**src/logic/key_event_pkg.sv**
```systemverilog
// host-side types for key events; imported wherever a scan code, ascii byte or key event is used
package key_event_pkg;

  //----------------------------------------
  // basic byte types
  //----------------------------------------

  typedef logic [7:0] scan_code_t;  // raw keyboard scan code
  typedef logic [7:0] ascii_t;      // translated character

  // translation result for any code missing from the table ('.')
  localparam ascii_t ASCII_UNLISTED = 8'h2E;

  //----------------------------------------
  // one finished key event as seen by the host
  //----------------------------------------

  typedef struct packed {
    logic       extended;  // E0 prefix came before this code
    logic       released;  // F0 prefix came before this code
    logic       shift_on;  // shift state before this code was taken
    scan_code_t scan;      // the scan code itself
    ascii_t     ascii;     // table lookup of scan under shift_on
  } key_event_t;

endpackage

```
**src/logic/ps2_protocol_pkg.sv**
```systemverilog
// ps/2 line protocol constants and frame layout; imported by the frame receiver and the code tracker
package ps2_protocol_pkg;

  import key_event_pkg::*;  // frame payload is a scan code

  localparam int FRAME_BITS = 11;  // start + 8 data + parity + stop

  // prefix and modifier codes sent by the keyboard
  localparam scan_code_t EXTEND_CODE      = 8'hE0;
  localparam scan_code_t RELEASE_CODE     = 8'hF0;
  localparam scan_code_t LEFT_SHIFT_CODE  = 8'h12;
  localparam scan_code_t RIGHT_SHIFT_CODE = 8'h59;

  // idle watchdog, about 60 us at 49.152 MHz
  localparam int WATCHDOG_CYCLES = 2950;
  localparam int WATCHDOG_BITS   = 12;   // enough for WATCHDOG_CYCLES

  typedef logic [3:0] bit_count_t;  // counts 0..FRAME_BITS

  // frame as it sits in the shift register once all bits are in
  // (first bit on the wire ends up in the lsb)
  typedef struct packed {
    logic       stop;    // always 1 on the wire
    logic       parity;  // odd parity, not checked
    scan_code_t data;    // lsb first on the wire
    logic       start;   // always 0 on the wire
  } ps2_frame_t;

endpackage

```
**src/logic/key_event_buffer.sv**
```systemverilog
// output register for key events and the ready/read handshake with the host
`timescale 1ns/1ps

module key_event_buffer
  import key_event_pkg::*;
(
  input  logic       clk,
  input  logic       reset,        // sync, active low
  input  key_event_t event_in,
  input  logic       event_valid,  // one cycle, load event_in
  input  logic       key_read,     // host has taken key_event
  output key_event_t key_event,
  output logic       key_ready
);

  typedef enum logic {
    WAIT_EVENT = 1'b0,  // nothing pending
    HOLD_EVENT = 1'b1   // key_event not yet read
  } ready_state_t;

  ready_state_t state;
  ready_state_t next_state;

  // newest event always wins, the keyboard cannot be held off
  always_ff @(posedge clk)
  begin
    if (!reset)
      key_event <= '0;
    else if (event_valid)
      key_event <= event_in;
  end

  //----------------------------------------
  // ready fsm
  //----------------------------------------

  always_comb
  begin
    next_state = state;
    if (event_valid)
      next_state = HOLD_EVENT;   // also beats a read in the same cycle
    else if (key_read)
      next_state = WAIT_EVENT;
  end

  always_ff @(posedge clk)
  begin
    if (!reset)
      state <= WAIT_EVENT;
    else
      state <= next_state;
  end

  assign key_ready = (state == HOLD_EVENT);

endmodule

```
**src/logic/ps2_frame_receiver.sv**
```systemverilog
// synchronizes the ps/2 clock and data lines and assembles 11-bit frames, one strobe per frame
`timescale 1ns/1ps

module ps2_frame_receiver
  import ps2_protocol_pkg::*;
(
  input  logic       clk,
  input  logic       reset,       // sync, active low
  input  logic       ps2_clk,     // async from keyboard, idle high
  input  logic       ps2_data,    // async from keyboard, idle high
  output ps2_frame_t frame,       // valid while frame_done is high
  output logic       frame_done   // one cycle, eleventh bit is in
);

  logic [1:0]               clk_sync;    // [1] is the usable copy
  logic [1:0]               data_sync;
  logic                     clk_prev;    // synced clock one cycle late
  logic                     fall_edge;
  bit_count_t               bit_count;
  logic [WATCHDOG_BITS-1:0] wd_count;
  logic                     wd_expired;

  //----------------------------------------
  // input synchronizers
  //----------------------------------------

  // reset to idle high so no false edge comes out of reset
  always_ff @(posedge clk)
  begin
    if (!reset)
    begin
      clk_sync  <= 2'b11;
      data_sync <= 2'b11;
      clk_prev  <= 1'b1;
    end
    else
    begin
      clk_sync  <= {clk_sync[0], ps2_clk};
      data_sync <= {data_sync[0], ps2_data};  // same delay as the clock
      clk_prev  <= clk_sync[1];
    end
  end

  assign fall_edge = clk_prev & ~clk_sync[1];  // keyboard drives data before it drops clk

  //----------------------------------------
  // shift register and bit counter
  //----------------------------------------

  // new bit enters at the top, so the start bit ends in bit 0
  always_ff @(posedge clk)
  begin
    if (fall_edge)
      frame <= ps2_frame_t'({data_sync[1], frame[FRAME_BITS-1:1]});
  end

  // the watchdog is still expired on the first fall after a long idle,
  // so an edge has to win over it or the start bit would be lost
  always_ff @(posedge clk)
  begin
    if (!reset)
      bit_count <= '0;
    else if (frame_done)                 // end of frame
      bit_count <= '0;
    else if (fall_edge)
      bit_count <= bit_count + 1'b1;
    else if (wd_expired)                 // stale partial frame
      bit_count <= '0;
  end

  assign frame_done = (bit_count == bit_count_t'(FRAME_BITS));

  //----------------------------------------
  // idle watchdog
  //----------------------------------------

  // counts clk cycles of high ps2 clock, saturates at the limit
  // a plugged-in keyboard mid-frame thus cannot leave the counter off by some bits
  always_ff @(posedge clk)
  begin
    if (!reset)
      wd_count <= '0;
    else if (!clk_sync[1])
      wd_count <= '0;                    // any low restarts the count
    else if (!wd_expired)
      wd_count <= wd_count + 1'b1;
  end

  assign wd_expired = (wd_count == WATCHDOG_BITS'(WATCHDOG_CYCLES));

endmodule

```
**src/logic/ps2_keyboard_rx.sv**
```systemverilog
// top of the receive-only ps/2 keyboard interface; frames in from the keyboard, key events out to the host
`timescale 1ns/1ps

module ps2_keyboard_rx
  import key_event_pkg::*;
  import ps2_protocol_pkg::*;
(
  input  logic       clk,
  input  logic       reset,      // sync, active low
  input  logic       ps2_clk,    // keyboard clock, input only
  input  logic       ps2_data,   // keyboard data, input only
  input  logic       key_read,   // host acknowledge
  output key_event_t key_event,
  output logic       key_ready
);

  ps2_frame_t frame;
  logic       frame_done;
  logic       shift_on;
  ascii_t     ascii;
  key_event_t event_out;
  logic       event_valid;

  //----------------------------------------
  // receive chain
  //----------------------------------------

  ps2_frame_receiver u_frame_receiver (
    .clk        (clk),
    .reset      (reset),
    .ps2_clk    (ps2_clk),
    .ps2_data   (ps2_data),
    .frame      (frame),
    .frame_done (frame_done)
  );

  scan_code_tracker u_code_tracker (
    .clk         (clk),
    .reset       (reset),
    .frame       (frame),
    .frame_done  (frame_done),
    .ascii       (ascii),
    .shift_on    (shift_on),
    .event_out   (event_out),
    .event_valid (event_valid)
  );

  // lookup runs on the raw frame data, ahead of the event register
  scan_to_ascii u_scan_to_ascii (
    .scan     (frame.data),
    .shift_on (shift_on),
    .ascii    (ascii)
  );

  key_event_buffer u_event_buffer (
    .clk         (clk),
    .reset       (reset),
    .event_in    (event_out),
    .event_valid (event_valid),
    .key_read    (key_read),
    .key_event   (key_event),
    .key_ready   (key_ready)
  );

endmodule

```
**src/logic/scan_code_tracker.sv**
```systemverilog
// follows the e0/f0 prefixes and shift keys across frames and issues one event per key code
`timescale 1ns/1ps

module scan_code_tracker
  import key_event_pkg::*;
  import ps2_protocol_pkg::*;
(
  input  logic       clk,
  input  logic       reset,        // sync, active low
  input  ps2_frame_t frame,
  input  logic       frame_done,
  input  ascii_t     ascii,        // lookup result for frame.data
  output logic       shift_on,     // to the ascii table
  output key_event_t event_out,
  output logic       event_valid   // one cycle, key code finished
);

  logic is_extend;
  logic is_release;
  logic hold_extended;   // e0 seen, waiting for the key code
  logic hold_released;   // f0 seen, waiting for the key code
  logic left_shift;
  logic right_shift;

  // prefix decode on the current frame
  assign is_extend  = (frame.data == EXTEND_CODE);
  assign is_release = (frame.data == RELEASE_CODE);

  // a prefix only arms a flag, anything else completes the event
  assign event_valid = frame_done & ~is_extend & ~is_release;

  //----------------------------------------
  // prefix flags
  //----------------------------------------

  always_ff @(posedge clk)
  begin
    if (!reset)
    begin
      hold_extended <= 1'b0;
      hold_released <= 1'b0;
    end
    else if (event_valid)
    begin
      hold_extended <= 1'b0;  // consumed by this event
      hold_released <= 1'b0;
    end
    else if (frame_done)
    begin
      if (is_extend)
        hold_extended <= 1'b1;
      if (is_release)
        hold_released <= 1'b1;
    end
  end

  //----------------------------------------
  // shift key state
  //----------------------------------------

  // make sets the flag, break (f0 prefix) clears it
  always_ff @(posedge clk)
  begin
    if (!reset)
    begin
      left_shift  <= 1'b0;
      right_shift <= 1'b0;
    end
    else if (frame_done)
    begin
      if (frame.data == LEFT_SHIFT_CODE)
        left_shift <= ~hold_released;
      if (frame.data == RIGHT_SHIFT_CODE)
        right_shift <= ~hold_released;
    end
  end

  assign shift_on = left_shift | right_shift;  // old value while the shift code itself goes out

  // event fields, all taken before this frame updates the flags
  assign event_out = '{extended: hold_extended,
                       released: hold_released,
                       shift_on: shift_on,
                       scan:     frame.data,
                       ascii:    ascii};

endmodule

```
**src/logic/scan_to_ascii.sv**
```systemverilog
// combinational scan code to ascii lookup, upper or lower case picked by the shift state
`timescale 1ns/1ps

module scan_to_ascii
  import key_event_pkg::*;
(
  input  scan_code_t scan,
  input  logic       shift_on,
  output ascii_t     ascii
);

  logic [11:0] table_key;  // {3'b0, shift, scan}, one hex digit per field

  assign table_key = {3'b000, shift_on, scan};

  // entries sorted by ascii value, ? in the top digit means either shift state
  always_comb
  begin
    casez (table_key)
      12'h?66 : ascii = 8'h08;  // backspace
      12'h?0D : ascii = 8'h09;  // tab
      12'h?5A : ascii = 8'h0D;  // enter
      12'h?76 : ascii = 8'h1B;  // escape
      12'h?29 : ascii = 8'h20;  // space
      12'h116 : ascii = 8'h21;  // !
      12'h152 : ascii = 8'h22;  // double quote
      12'h126 : ascii = 8'h23;  // #
      12'h125 : ascii = 8'h24;  // $
      12'h12E : ascii = 8'h25;  // %
      12'h13D : ascii = 8'h26;  // &
      12'h052 : ascii = 8'h27;  // single quote
      12'h146 : ascii = 8'h28;  // (
      12'h145 : ascii = 8'h29;  // )
      12'h13E : ascii = 8'h2A;  // *
      12'h155 : ascii = 8'h2B;  // +
      12'h041 : ascii = 8'h2C;  // comma
      12'h04E : ascii = 8'h2D;  // minus
      12'h049 : ascii = 8'h2E;  // dot
      12'h04A : ascii = 8'h2F;  // slash
      // digit row, unshifted
      12'h045 : ascii = 8'h30;
      12'h016 : ascii = 8'h31;
      12'h01E : ascii = 8'h32;
      12'h026 : ascii = 8'h33;
      12'h025 : ascii = 8'h34;
      12'h02E : ascii = 8'h35;
      12'h036 : ascii = 8'h36;
      12'h03D : ascii = 8'h37;
      12'h03E : ascii = 8'h38;
      12'h046 : ascii = 8'h39;
      12'h14C : ascii = 8'h3A;  // colon
      12'h04C : ascii = 8'h3B;  // semicolon
      12'h141 : ascii = 8'h3C;  // <
      12'h055 : ascii = 8'h3D;  // =
      12'h149 : ascii = 8'h3E;  // >
      12'h14A : ascii = 8'h3F;  // ?
      12'h11E : ascii = 8'h40;  // @
      // letters with shift held
      12'h11C : ascii = 8'h41;
      12'h132 : ascii = 8'h42;
      12'h121 : ascii = 8'h43;
      12'h123 : ascii = 8'h44;
      12'h124 : ascii = 8'h45;
      12'h12B : ascii = 8'h46;
      12'h134 : ascii = 8'h47;
      12'h133 : ascii = 8'h48;
      12'h143 : ascii = 8'h49;
      12'h13B : ascii = 8'h4A;
      12'h142 : ascii = 8'h4B;
      12'h14B : ascii = 8'h4C;
      12'h13A : ascii = 8'h4D;
      12'h131 : ascii = 8'h4E;
      12'h144 : ascii = 8'h4F;
      12'h14D : ascii = 8'h50;
      12'h115 : ascii = 8'h51;
      12'h12D : ascii = 8'h52;
      12'h11B : ascii = 8'h53;
      12'h12C : ascii = 8'h54;
      12'h13C : ascii = 8'h55;
      12'h12A : ascii = 8'h56;
      12'h11D : ascii = 8'h57;
      12'h122 : ascii = 8'h58;
      12'h135 : ascii = 8'h59;
      12'h11A : ascii = 8'h5A;
      12'h054 : ascii = 8'h5B;  // [
      12'h05D : ascii = 8'h5C;  // backslash
      12'h05B : ascii = 8'h5D;  // ]
      12'h136 : ascii = 8'h5E;  // caret
      12'h14E : ascii = 8'h5F;  // underscore
      12'h00E : ascii = 8'h60;  // grave accent
      // letters without shift
      12'h01C : ascii = 8'h61;
      12'h032 : ascii = 8'h62;
      12'h021 : ascii = 8'h63;
      12'h023 : ascii = 8'h64;
      12'h024 : ascii = 8'h65;
      12'h02B : ascii = 8'h66;
      12'h034 : ascii = 8'h67;
      12'h033 : ascii = 8'h68;
      12'h043 : ascii = 8'h69;
      12'h03B : ascii = 8'h6A;
      12'h042 : ascii = 8'h6B;
      12'h04B : ascii = 8'h6C;
      12'h03A : ascii = 8'h6D;
      12'h031 : ascii = 8'h6E;
      12'h044 : ascii = 8'h6F;
      12'h04D : ascii = 8'h70;
      12'h015 : ascii = 8'h71;
      12'h02D : ascii = 8'h72;
      12'h01B : ascii = 8'h73;
      12'h02C : ascii = 8'h74;
      12'h03C : ascii = 8'h75;
      12'h02A : ascii = 8'h76;
      12'h01D : ascii = 8'h77;
      12'h022 : ascii = 8'h78;
      12'h035 : ascii = 8'h79;
      12'h01A : ascii = 8'h7A;
      12'h154 : ascii = 8'h7B;  // {
      12'h15D : ascii = 8'h7C;  // |
      12'h15B : ascii = 8'h7D;  // }
      12'h10E : ascii = 8'h7E;  // ~
      12'h?71 : ascii = 8'h7F;  // delete, also keypad del
      default : ascii = ASCII_UNLISTED;
    endcase
  end

endmodule

```
**config.mk**
```make
export PLATFORM = sky130hd
export DESIGN_NAME = ps2_keyboard_rx
export DESIGN_NICKNAME = d
export VERILOG_FILES = /design/src/logic/key_event_pkg.sv /design/src/logic/ps2_protocol_pkg.sv /design/src/logic/key_event_buffer.sv /design/src/logic/ps2_frame_receiver.sv /design/src/logic/ps2_keyboard_rx.sv /design/src/logic/scan_code_tracker.sv /design/src/logic/scan_to_ascii.sv
export SDC_FILE = /design/constraint.sdc
export NUM_CORES = 1
export LEC_CHECK = 0
export BUFFER_PORTS_ARGS = -buffer_cell sky130_fd_sc_hd__buf_2
export CAP_MARGIN = 0
export CORE_MARGIN = 4
export CORE_UTILIZATION = 27
export DETAILED_ROUTE_END_ITERATION = 10
export SLEW_MARGIN = 20
export SYNTH_ARGS = -nofsm -noshare
export SYNTH_HDL_FRONTEND = slang
export SYNTH_SLANG_ARGS = --single-unit
```
**constraint.sdc**
```tcl
create_clock -name clk -period 2.9 [get_ports clk]
set_input_delay 0.725 -clock clk [delete_from_list [all_inputs] [get_ports clk]]
set_output_delay 0.725 -clock clk [all_outputs]
set_load 0.01 [all_outputs]
```
==> flow_summary.json <==
{
  "cts_setup_buffers": 0,
  "power_frac_clock_pct": 44.0,
  "sequentialPowerShare_pct": 50.0,
  "crit_chain": "nor4bb_1 -> a31o_2 -> a31oi_1 -> o31ai_1 -> a31oi_1 -> o2111a_1 -> a21oi_1",
  "die_h_um": 121,
  "antenna_found_initial": 0,
  "synth_area_um2": 3430,
  "critPathMaxFanout": 25,
  "regArea_um2": 1180,
  "totalWireLength_um": 9760,
  "io_buffers": 23,
  "route.detailed.drc": 0,
  "post-place-ws_ps": 270,
  "dp_hpwl_um": 7200,
  "fp.dieW_um": 121,
  "synthFlopType": "dfxtp_1",
  "cts_resized": 0,
  "worst_hold_path_type": "reg2reg",
  "gp_congestion": 1.01,
  "cts_tree": "yes",
  "crit_top_cell": "a31oi_1",
  "grt_pass1_wl_um": 15900,
  "cts.hold.buffers_added": 0,
  "clk_pin_slew_worst_paths_ps": 80,
  "initialDrtViolationCount": 405,
  "synthSimpleGateAreaFrac_pct": 31.7,
  "rsz0062_at_grt": "false",
  "power_density_nw_per_um2": 400,
  "status": "complete, no violations",
  "synth_top_area_share_pct": 25.7,
  "comb_power_share_pct": 6.0,
  "fin_nets": 449,
  "drt-met1-wl_um": 4310,
  "crit_arrival_ps": 2950,
  "max-slew-margin-rel_pct": 43.5,
  "start_util_pct": 28.1,
  "drive_gt1_share_pct": 16.1,
  "yosysWarnings": 0,
  "viasPerCell": 5.44,
  "wl_met2_um": 4530,
  "synth.area.top_cells": "dfxtp_1 (26%), edfxtp_1 (8.8%), nor2_1 (4.9%)",
  "yosysSeqAreaShare_pct": 34.4,
  "fmaxAchievable_ghz": 0.362,
  "intPower_mw": 1.22,
  "synth_area_per_cell_um2": 8.15,
  "clock_sinks": 54,
  "ys_ff_latch": 54,
  "setup_slack_ps": 137,
  "place_inst": 602,
  "multiInputGateArea_um2": 2020,
  "dr.pass1.iters": 5,
  "worstMarginPinSlew_ps": 847,
  "p_leak_nw": 1.44,
  "first_global_vias": 3015,
  "final_cell_mix": "nor2_1 (45), dfxtp_1 (44), nand2_1 (40)",
  "synth_compound_area_share_pct": 22.5,
  "drv_slew": 0,
  "hold_viol": 0,
  "period_needed_ps": 2760,
  "synth_enable_flop_cells": 10,
  "fin_crit_sh_pct": 95.3,
  "cp_data_required_time_ps": 3090,
  "ios": 25,
  "criticalPathCategory": "reg2reg",
  "grt_start_max_net_pins": 26,
  "worstSkewPairLatency_ps": 300,
  "max-cap-violations": 0,
  "crit_slowest_cell": "edfxtp_1",
  "synthToLayoutAreaGrowth_pct": 14.4,
  "p_switching_mw": 0.354,
  "crit_buf_inv": 0,
  "grt_overflow_total": 0,
  "final_area_um2": 3930,
  "core_um2": 12200,
  "power_mw": 1.57,
  "finalSetupViolations": 0,
  "cts_inserted_buffers": 5,
  "final_cells": 610,
  "start_kind": "flop",
  "synthAdderAreaFrac_pct": 1.09,
  "cts-root-buf": "clkbuf_16",
  "syn_inst": 421,
  "num_rows": 40,
  "via_count": 3316,
  "slowest_delay_ps": 900,
  "yosys.area.top_type": "dfxtp_1",
  "synthMuxAreaShare_pct": 0.620,
  "fin_skew_ps": 10.4,
  "dr_wl_met3_um": 703,
  "dpl_cell_area_um2": 3760,
  "topRoutingLayerUsed": "met4",
  "n_fill_cell": 1313,
  "synthesis.nets": 429,
  "ant_nets": 0,
  "totalNegativeSetupSlack_ps": 0,
  "cts_max_level": 2,
  "synth_cell_types": 74,
  "cp-end-kind": "flop",
  "drt-wirelength-per-cell_um": 16.0,
  "synth_xor_area_share_pct": 2.81,
  "power_switching_share_pct": 22.5,
  "vdd_drop_max_mv": 0.237,
  "die_area_um2": 14600,
  "n_antenna_cell": 0,
  "synth_top_family_by_area": "simple AND/OR/NAND/NOR gates",
  "final_common_cell": "nor2_1",
  "cts_buffer_depth": 2,
  "grtUsageTotal_pct": 13.3,
  "cp_top_family": "compound AO/OA/AOI/OAI gates",
  "async_reset_ff_share_pct": 0
}
[power by group through the flow]
stage | Sequential (mW) | Clock [mW] | Combinational [mW]
CTS | 0.786 | 0.712 | 0.0936
global placement | 0.804 | 0 | 0.0938
finish | 0.787 | 0.692 | 0.0942
global route | 0.788 | 0.731 | 0.105
detailed placement | 0.804 | 0 | 0.0930
floorplan | 0.797 | 0 | 0.0740
[synthesized netlist by cell type, types with 5 or more instances]
master,count
nor2_1,45
dfxtp_1,44
nand2_1,40
a21oi_1,26
nand3_1,21
o21ai_0,20
nand2b_1,16
nor3_1,14
buf_2,13
a31oi_1,12
a21boi_0,10
clkbuf_1,10
edfxtp_1,10
xor2_1,8
and3_1,7
buf_4,6
inv_1,6
nor4_1,6
buf_6,5
[state kept, by name, indices dropped and copies added, names as in the netlist]
| signal | count |
|---|---|
| u_event_buffer.key_event | 18 |
| u_code_tracker.left_shift | 1 |
| u_frame_receiver.bit_count | 4 |
| u_frame_receiver.frame | 10 |
| u_code_tracker.right_shift | 1 |
| u_frame_receiver.data_sync | 2 |
| u_event_buffer.key_ready | 1 |
| u_frame_receiver.clk_prev | 1 |
| u_code_tracker.hold_released | 1 |
| u_frame_receiver.clk_sync | 2 |
| u_code_tracker.hold_extended | 1 |
| u_frame_receiver.wd_count | 12 |
[cells by family (layout without fill, tap and decap cells)]
kind of cell	count (synthesis)	count (layout)
AO/OA/AOI/OAI	111	111
XOR/XNOR	11	11
adder cells (fa/ha/maj)	3	3
buffers and inverters	41	62
flip-flops	54	54
multiplexers	2	2
other	1	1
AND/OR/NAND/NOR	198	198
[final cells by class]
| type | instances | share of cell area, % |
|---|---|---|
| Clock buffer | 6 | 3.28 |
| Timing Repair Buffer | 48 | 8.35 |
| Inverter | 6 | 0.574 |
| Multi-Input combinational cell | 326 | 51.4 |
| Sequential cell | 54 | 30.1 |
| Clock inverter | 2 | 0.924 |
| Tap cell | 168 | 5.35 |
[worst paths after layout]
path / startpoint / to / slack (ps) / cells after the start
worst max register to register: u_frame_receiver.frame[3] / u_event_buffer.key_event[1] / 140 / 7
worst min-delay path: u_frame_receiver.data_sync[1] / u_frame_receiver.frame[10] / 410 / 0
worst max-delay path: u_frame_receiver.frame[3] / u_event_buffer.key_event[1] / 140 / 7
worst min register to register: u_frame_receiver.data_sync[1] / u_frame_receiver.frame[10] / 410 / 0
[metal layers]
layer  global-route usage, %  vias to the layer above
li1                        -                     1583
met1                    18.3                     1533
met2                    21.3                      176
met3                    2.34                       24
met4                    3.97                        0
met5                       0                        -
[metrics by stage]
stage          util [%]  hold slack (ps)
6_report           32.2              408
5_1_grt            32.2              412
4_1_cts            32.2              410
3_5_place_dp       30.8              392
3_3_place_gp       30.8              391
2_1_floorplan         -              386
Note: power is estimated with default switching activity, not from simulation.
